**config.mk**
```make
export PLATFORM = sky130hd
export DESIGN_NAME = pfTop
export DESIGN_NICKNAME = d
export VERILOG_FILES = /design/src/common/pfPkg.sv /design/src/uwordDecode.sv /design/src/pager/pageTable.sv /design/src/pageFailDispatch.sv /design/src/pfTop.sv
export VERILOG_INCLUDE_DIRS = /design/src /design/src/common
export SDC_FILE = /design/constraint.sdc
export NUM_CORES = 1
export LEC_CHECK = 0
export ABC_AREA = 0
export BUFFER_PORTS_ARGS = -buffer_cell sky130_fd_sc_hd__buf_2
export CAP_MARGIN = 40
export CORE_MARGIN = 4
export CORE_UTILIZATION = 55
export CTS_CLUSTER_SIZE = 12
export DETAILED_ROUTE_END_ITERATION = 12
export HOLD_SLACK_MARGIN = 0.1
export PLACE_DENSITY_LB_ADDON = 0.15
export SLEW_MARGIN = 20
export SYNTH_ARGS = -nofsm -noshare
export SYNTH_HDL_FRONTEND = slang
export SYNTH_HIERARCHICAL = 1
export SYNTH_SLANG_ARGS = --single-unit
```
**constraint.sdc**
```tcl
create_clock -name clk -period 4.4 [get_ports clk]
set_input_delay 0.66 -clock clk [delete_from_list [all_inputs] [get_ports clk]]
set_output_delay 0.66 -clock clk [all_outputs]
set_load 0.01 [all_outputs]
```
**src/common/pf_config.svh**
```systemverilog
// Width, field position and code macros for the dispatch slice
//   Microword fields, VMA flag bits, page flag bits

`ifndef PF_CONFIG_SVH
`define PF_CONFIG_SVH

// Bus and register widths
`define PF_UWORD_W       24
`define PF_VMA_W         36
`define PF_PAGE_W        4
`define PF_PAGE_NUM      (1 << `PF_PAGE_W)
`define PF_FLAG_W        4
`define PF_WB_ADDR_W     4
`define PF_WB_DATA_W     8

// Microword fields
`define PF_UADDR_HI      23
`define PF_UADDR_LO      12
`define PF_MEMCYC_BIT    11
`define PF_MEMWAIT_BIT   10
`define PF_CYCTYPE_HI    9
`define PF_CYCTYPE_LO    8
`define PF_SPEC_HI       7
`define PF_SPEC_LO       4
`define PF_SPECEN_BIT    3

// Special micro-addresses and spec codes
`define PF_FETCH_ADDR    12'o0110
`define PF_SPEC_MEMCLR   4'd5

// VMA flags; page index sits just above a 512-word offset
`define PF_VMA_USER_BIT   35
`define PF_VMA_WRTEST_BIT 33
`define PF_VMA_PHYS_BIT   27
`define PF_VMA_ACREF_BIT  26
`define PF_PAGE_LO        9

// Page flag bits
`define PF_FLAG_VALID_BIT 3
`define PF_FLAG_WRITE_BIT 2
`define PF_FLAG_USER_BIT  1

`endif

```
**src/common/pfPkg.sv**
```systemverilog
// Shared types for the page-fail dispatch slice
//   Vector typedefs for microword, VMA, page index and flags
//   Wishbone port types, cycle type and dispatch code enums

`include "pf_config.svh"

package pfPkg;

   //////////////////////////////////////////////////////////////////////
   // Plain vector types
   //////////////////////////////////////////////////////////////////////

   // One micro-instruction
   typedef logic [`PF_UWORD_W-1:0]   uword_t;

   // VMA register contents
   typedef logic [`PF_VMA_W-1:0]     vma_t;

   // Page table index
   typedef logic [`PF_PAGE_W-1:0]    pageIdx_t;

   // Valid, writeable, user, cache (msb first)
   typedef logic [`PF_FLAG_W-1:0]    pageFlags_t;

   // Host port
   typedef logic [`PF_WB_ADDR_W-1:0] wbAddr_t;
   typedef logic [`PF_WB_DATA_W-1:0] wbData_t;

   //////////////////////////////////////////////////////////////////////
   // Enumerations
   //////////////////////////////////////////////////////////////////////

   // Bus cycle type carried by the microword
   typedef enum logic [1:0] {
      CYC_NONE   = 2'd0,
      CYC_READ   = 2'd1,
      CYC_WRTEST = 2'd2,
      CYC_WRITE  = 2'd3
   } cycleType_t;

   // Page-fail dispatch codes, values follow the microcode table
   typedef enum logic [3:0] {
      DISP_NONE       = 4'd0,
      DISP_INTR       = 4'd1,
      DISP_NXM        = 4'd5,
      DISP_WRITEFAIL  = 4'd8,
      DISP_TIMPAGFAIL = 4'd9,
      DISP_INVALID    = 4'd10,
      DISP_MISMATCH   = 4'd11
   } pfDisp_t;

endpackage

```
**src/uwordDecode.sv**
```systemverilog
// Microword decoder
//   Memory-cycle, instruction-fetch and memory-clear strobes

`timescale 1ns/100ps

`include "pf_config.svh"

module uwordDecode
(
   input  pfPkg::uword_t uword,
   output logic          memCycle,
   output logic          fetchCycle,
   output logic          memClr
);

   //////////////////////////////////////////////////////////////////////
   // Field extraction
   //////////////////////////////////////////////////////////////////////

   // Micro-address of this instruction
   logic [`PF_UADDR_HI-`PF_UADDR_LO:0] uAddr;

   // Memory control bits
   logic memCycBit;
   logic memWaitBit;

   // Cycle type carried directly, no dispatch ROM
   pfPkg::cycleType_t cycType;

   // Special function select
   logic [`PF_SPEC_HI-`PF_SPEC_LO:0] specSel;
   logic                             specEn;

   assign uAddr      = uword[`PF_UADDR_HI:`PF_UADDR_LO];
   assign memCycBit  = uword[`PF_MEMCYC_BIT];
   assign memWaitBit = uword[`PF_MEMWAIT_BIT];
   assign cycType    = pfPkg::cycleType_t'(uword[`PF_CYCTYPE_HI:`PF_CYCTYPE_LO]);
   assign specSel    = uword[`PF_SPEC_HI:`PF_SPEC_LO];
   assign specEn     = uword[`PF_SPECEN_BIT];

   //////////////////////////////////////////////////////////////////////
   // Strobes
   //////////////////////////////////////////////////////////////////////

   // Memory cycle, any real cycle type counts
   // (read, write-test or write all arm the fault check)
   always_comb
   begin
      memCycle = memCycBit & memWaitBit & (cycType != pfPkg::CYC_NONE);
   end

   // Instruction fetch lives at a fixed micro-address
   assign fetchCycle = (uAddr == `PF_FETCH_ADDR);

   // Clear of the dispatch register
   assign memClr = specEn & (specSel == `PF_SPEC_MEMCLR);

endmodule

```
**src/pager/pageTable.sv**
```systemverilog
// Page flag table
//   Sixteen 4-bit flag entries
//   Wishbone classic slave for host load and readback
//   Combinational lookup by VMA page index

`timescale 1ns/100ps

`include "pf_config.svh"

module pageTable
(
   input  logic             clk,
   input  logic             rst,
   // Host port
   input  logic             wbCyc,
   input  logic             wbStb,
   input  logic             wbWe,
   input  pfPkg::wbAddr_t   wbAdr,
   input  pfPkg::wbData_t   wbDatW,
   output pfPkg::wbData_t   wbDatR,
   output logic             wbAck,
   // Lookup side
   input  pfPkg::vma_t      vmaReg,
   output pfPkg::pageFlags_t pageFlags
);

   //////////////////////////////////////////////////////////////////////
   // Storage
   //////////////////////////////////////////////////////////////////////

   // Flag entries, cleared by reset so paging starts all-invalid
   pfPkg::pageFlags_t flagMem [`PF_PAGE_NUM];

   // Host and lookup indices
   pfPkg::pageIdx_t hostIdx;
   pfPkg::pageIdx_t lookIdx;

   // New strobe seen and not yet answered
   logic wbReq;

   assign hostIdx = wbAdr[`PF_PAGE_W-1:0];
   assign lookIdx = vmaReg[`PF_PAGE_LO +: `PF_PAGE_W];
   assign wbReq   = wbCyc & wbStb & ~wbAck;

   //////////////////////////////////////////////////////////////////////
   // Wishbone acknowledge
   //////////////////////////////////////////////////////////////////////

   // Ack one cycle after the strobe, dropped on the following edge
   // so a held strobe never completes twice
   always_ff @(posedge clk or posedge rst)
   begin
      if (rst)
      begin
         wbAck <= 1'b0;
      end
      else
      begin
         wbAck <= wbReq;
      end
   end

   //////////////////////////////////////////////////////////////////////
   // Table writes
   //////////////////////////////////////////////////////////////////////

   // Only the low flag bits of the data are kept
   always_ff @(posedge clk or posedge rst)
   begin
      if (rst)
      begin
         for (int i = 0; i < `PF_PAGE_NUM; i++)
         begin
            flagMem[i] <= '0;
         end
      end
      else if (wbReq & wbWe)
      begin
         flagMem[hostIdx] <= wbDatW[`PF_FLAG_W-1:0];
      end
   end

   //////////////////////////////////////////////////////////////////////
   // Readback and lookup
   //////////////////////////////////////////////////////////////////////

   // Read data registered alongside the ack
   always_ff @(posedge clk)
   begin
      if (wbReq & ~wbWe)
      begin
         wbDatR <= {{(`PF_WB_DATA_W-`PF_FLAG_W){1'b0}}, flagMem[hostIdx]};
      end
   end

   // Pager side, no clock involved
   assign pageFlags = flagMem[lookIdx];

endmodule

```
**src/pageFailDispatch.sv**
```systemverilog
// Page-fail and interrupt dispatch
//   Page-fail and interrupt enable registers
//   Page condition decode and fixed priority select
//   Dispatch code register with memory-clear

`timescale 1ns/100ps

`include "pf_config.svh"

module pageFailDispatch
(
   input  logic              clk,
   input  logic              rst,
   input  logic              clkEn,
   input  logic              memCycle,
   input  logic              fetchCycle,
   input  logic              memClr,
   input  pfPkg::vma_t       vmaReg,
   input  logic              pageEnable,
   input  pfPkg::pageFlags_t pageFlags,
   input  logic              timerIntr,
   input  logic              piIntr,
   input  logic              nxmIntr,
   output logic              pageFail,
   output pfPkg::pfDisp_t    dispPf
);

   //////////////////////////////////////////////////////////////////////
   // Enables
   //////////////////////////////////////////////////////////////////////

   logic pfEn;
   logic intrEn;

   // Armed by a memory microword, always dropped on the next step
   // Back-to-back memory words therefore check only the first one
   always_ff @(posedge clk or posedge rst)
   begin
      if (rst)
      begin
         pfEn <= 1'b0;
      end
      else if (clkEn)
      begin
         if (!pfEn)
         begin
            pfEn <= memCycle;
         end
         else
         begin
            pfEn <= 1'b0;
         end
      end
   end

   // Interrupts are only taken right after instruction fetch
   always_ff @(posedge clk or posedge rst)
   begin
      if (rst)
      begin
         intrEn <= 1'b0;
      end
      else if (clkEn)
      begin
         intrEn <= fetchCycle;
      end
   end

   //////////////////////////////////////////////////////////////////////
   // Page conditions
   //////////////////////////////////////////////////////////////////////

   logic vmaUser;
   logic vmaPhys;
   logic vmaAcref;
   logic vmaWrtest;
   logic pageValid;
   logic pageWriteable;
   logic pageUser;
   logic pageChecked;
   logic pageInvalid;
   logic pageMismatch;
   logic pageWriteFail;

   assign vmaUser       = vmaReg[`PF_VMA_USER_BIT];
   assign vmaPhys       = vmaReg[`PF_VMA_PHYS_BIT];
   assign vmaAcref      = vmaReg[`PF_VMA_ACREF_BIT];
   assign vmaWrtest     = vmaReg[`PF_VMA_WRTEST_BIT];
   assign pageValid     = pageFlags[`PF_FLAG_VALID_BIT];
   assign pageWriteable = pageFlags[`PF_FLAG_WRITE_BIT];
   assign pageUser      = pageFlags[`PF_FLAG_USER_BIT];

   // Physical and AC references bypass the pager
   assign pageChecked   = pageEnable & ~vmaPhys & ~vmaAcref;

   assign pageInvalid   = pageChecked & ~pageValid;
   assign pageMismatch  = pageChecked & (vmaUser != pageUser);
   assign pageWriteFail = pageChecked & vmaWrtest & ~pageWriteable;

   //////////////////////////////////////////////////////////////////////
   // Priority select
   //////////////////////////////////////////////////////////////////////

   pfPkg::pfDisp_t dispNext;

   // First match wins, interrupts ahead of page faults
   always_comb
   begin
      pageFail = 1'b1;
      dispNext = pfPkg::DISP_NONE;
      if (intrEn & nxmIntr)
         dispNext = pfPkg::DISP_NXM;
      else if (intrEn & piIntr)
         dispNext = pfPkg::DISP_INTR;
      else if (intrEn & timerIntr & pageInvalid)
         dispNext = pfPkg::DISP_TIMPAGFAIL;
      else if (intrEn & timerIntr)
         dispNext = pfPkg::DISP_INTR;
      else if (pfEn & pageInvalid)
         dispNext = pfPkg::DISP_INVALID;
      else if (pfEn & pageMismatch)
         dispNext = pfPkg::DISP_MISMATCH;
      else if (pfEn & pageWriteFail)
         dispNext = pfPkg::DISP_WRITEFAIL;
      else
         pageFail = 1'b0;
   end

   //////////////////////////////////////////////////////////////////////
   // Dispatch register
   //////////////////////////////////////////////////////////////////////

   // New fault beats a clear on the same edge
   always_ff @(posedge clk or posedge rst)
   begin
      if (rst)
      begin
         dispPf <= pfPkg::DISP_NONE;
      end
      else if (clkEn)
      begin
         if (pageFail)
         begin
            dispPf <= dispNext;
         end
         else if (memClr)
         begin
            dispPf <= pfPkg::DISP_NONE;
         end
      end
   end

endmodule

```
**src/pfTop.sv**
```systemverilog
// Top level of the page-fail dispatch slice
//   Microword decoder, page table and dispatch block

`timescale 1ns/100ps

`include "pf_config.svh"

module pfTop
(
   input  logic              clk,
   input  logic              rst,
   // Microsequencer side
   input  pfPkg::uword_t     uword,
   input  logic              clkEn,
   input  pfPkg::vma_t       vmaReg,
   input  logic              pageEnable,
   input  logic              timerIntr,
   input  logic              piIntr,
   input  logic              nxmIntr,
   output logic              pageFail,
   output pfPkg::pfDisp_t    dispPf,
   // Host port
   input  logic              wbCyc,
   input  logic              wbStb,
   input  logic              wbWe,
   input  pfPkg::wbAddr_t    wbAdr,
   input  pfPkg::wbData_t    wbDatW,
   output pfPkg::wbData_t    wbDatR,
   output logic              wbAck
);

   // Decoder strobes
   logic memCycle;
   logic fetchCycle;
   logic memClr;

   // Flags of the current VMA page
   pfPkg::pageFlags_t pageFlags;

   uwordDecode uDecode
   (
      .uword      (uword),
      .memCycle   (memCycle),
      .fetchCycle (fetchCycle),
      .memClr     (memClr)
   );

   pageTable uPageTable
   (
      .clk       (clk),
      .rst       (rst),
      .wbCyc     (wbCyc),
      .wbStb     (wbStb),
      .wbWe      (wbWe),
      .wbAdr     (wbAdr),
      .wbDatW    (wbDatW),
      .wbDatR    (wbDatR),
      .wbAck     (wbAck),
      .vmaReg    (vmaReg),
      .pageFlags (pageFlags)
   );

   pageFailDispatch uDispatch
   (
      .clk        (clk),
      .rst        (rst),
      .clkEn      (clkEn),
      .memCycle   (memCycle),
      .fetchCycle (fetchCycle),
      .memClr     (memClr),
      .vmaReg     (vmaReg),
      .pageEnable (pageEnable),
      .pageFlags  (pageFlags),
      .timerIntr  (timerIntr),
      .piIntr     (piIntr),
      .nxmIntr    (nxmIntr),
      .pageFail   (pageFail),
      .dispPf     (dispPf)
   );

endmodule

```
==> summary.txt <==
Status
  • Outcome: finished clean

Timing
  • Fmax achieved: 0.2878 GHz
  • RSZ-0062 raised after global routing: false
  • Slew @ Worst Pin: 0.7531 ns
  • Min setup slack post-route: 0.9257 ns
  • Final Slew Violations: 0
  • Setup Viol. Count Final: 0
  • Final min period: 3.474 ns
  • Fin crit share: 0.7896
  • Fin Hold WS: 0.2412 ns
  • Endpoints failing hold: 0
  • Setup Skew: 0.007113 ns
  • Worst relative slew slack: 0.4941
  • TNS Setup: 0 ns

Power
  • Int Power: 0.001138 W
  • Total power: 0.001549 W
  • Maximum vdd ir drop: 236.5 µV
  • Net Switching: 0.0004105 W
  • Seq pwr share: 0.531
  • Cell Pwr Density: 340.8 nW/µm²
  • Leak: 2.196 nW
  • Combinational power share: 0.177
  • Clock network power share: 0.293
  • Sw Share: 0.2651

Cells and area
  • Fillers: 575
  • Antenna Cells: 0
  • Layout Nets: 415
  • Register area: 1897 µm²
  • Commonest non-fill, non-tap cells in the layout: dfrtp_1, mux2_2, buf_2
  • Share of post-route cells with drive strength above 1: 0.5163
  • Commonest non-fill, non-tap cell in the layout: dfrtp_1
  • Area of the multi-input gates: 2044 µm²
  • Final Cell Area: 4544 µm²
  • Synthesis-to-finish area growth: 10.46%

Setup path
  • Worst Setup Path Type: input port to output pin
  • Register-to-register setup slack: 1.91 ns
  • Worst Setup Start Kind: input port
  • Worst Path Max Fanout: 12
  • Worst Setup End Kind: output pin
  • CP required: 3.74 ns
  • WP data arrival: 2.81 ns

Floorplanning
  • Die Span Y: 94.49 µm
  • Initial core utilization: 0.5672
  • Core ar.: 7253 µm²
  • Die ar.: 8927 µm²
  • IO Pins: 96
  • Chip width: 94.49 µm
  • Num rows: 31

Routing
  • DRT Pass-1 Iters: 4
  • Vias/cell: 6.071
  • Total Wirelength: 8835 µm
  • Remaining DRCs: 0
  • DR iter-0 viols: 188
  • Total number of vias: 2647
  • Routed len/inst: 20.26 µm
  • Final ANT Viol Nets: 0

Yosys
  • Post-Syn Area: 4114 µm²
  • Synth Warn #: 6
  • Synthesized area per cell: 14.54 µm²
  • Synth Instances: 283

Global route
  • Global Route Usage Sum: 0.2168
  • Antenna violations before repair: 0
  • Largest net degree at the start of global routing: 35
  • Vias in the first global route: 2699
  • GR Overflow Total: 0
  • First-pass GRT wire length: 14380 µm

Placed design
  • Setup WS pre-CTS: 0.9392 ns
  • Post-DP Area: 4384 µm²
  • HPWL Detailed: 6304 µm
  • Number of port buffers: 56
  • Gpl congestion: 0.7957

Flow run
  • Maximum Capacitance Violations: 0

Clock tree
  • CTS Hold Bufs: 0
  • Root Driver: clkbuf_8
  • CTS resizes: 0
  • Clk slew on worst S/H paths: 0.07 ns
  • Clock sink total: 75
  • Cts bufs inserted: 9
  • CTS H-tree depth: 3
  • Clock Tree Buf Depth: 2
  • Post-CTS setup repair buffer count: 0
  • Skew-Pair Late Insertion Delay: 0.34 ns
  • CTS tree: built

Hold path
  • Worst hold path type: input port to async pin
worst max-delay path, stage by stage:
cell     delay (ns)
buf_2          0.38
mux4_2         0.57
a22oi_1        0.26
nand3_1        0.14
xor2_1         0.21
o31ai_2        0.35
nand2_1        0.08
buf_2          0.16
routing by layer:
layer | part of all wire | GRT usage | vias up
met5 | 0 | 0 | -
met4 | 0.020 | 0.08534 | 0
met3 | 0.046 | 0.03426 | 16
met2 | 0.47 | 0.3345 | 72
met1 | 0.46 | 0.3104 | 1374
li1 | - | - | 1185
path summary, 6_finish.rpt:
check,start,end,cells past startpoint
max in group asynchronous,rst,uPageTable/flagMem[27],3
worst max-delay path,vmaReg[9],pageFail,8
worst min register to register,uPageTable/wbAck,uPageTable/wbAck,1
worst min-delay path,rst,uDispatch/dispPf[0],2
min in group clk,uPageTable/wbAck,uPageTable/wbAck,1
worst max register to register,uPageTable/flagMem[49],uDispatch/dispPf[3],7
area by class of cell:
class | count | area share
well taps | 99 | 0.02726
repair buffers | 57 | 0.06333
clock buffers | 12 | 0.03194
multi-input cells | 182 | 0.4499
clock inverters | 3 | 0.003304
inverters | 8 | 0.006883
flip-flops and latches | 75 | 0.4174
per-stage QoR:
stage          cells  utilization
2_1_floorplan    286            -
4_1_cts          436       0.6265
5_1_grt          436       0.6265
3_3_place_gp     421       0.6045
6_report         436       0.6265
3_5_place_dp     421       0.6045
sequential cells by signal, summed over array words and instances (netlist names):
name and flops:
uPageTable/wbAck 1, uDispatch/dispPf 4, uDispatch/pfEn 1, uDispatch/intrEn 1
uPageTable/flagMem 64, uPageTable/wbDatR 4
power by group through the flow:
| stage | clock network [W] | logic, W | registers [W] |
|---|---|---|---|
| final | 0.000453 | 0.000274 | 0.000822 |
| after global placement | 0 | 0.000268 | 0.000829 |
| after CTS | 0.000465 | 0.000275 | 0.000821 |
| after floorplan | 0 | 0.000205 | 0.000822 |
| after global routing | 0.000498 | 0.000297 | 0.000832 |
| after detailed placement | 0 | 0.000274 | 0.000834 |
(Power assumes the default switching activity.)
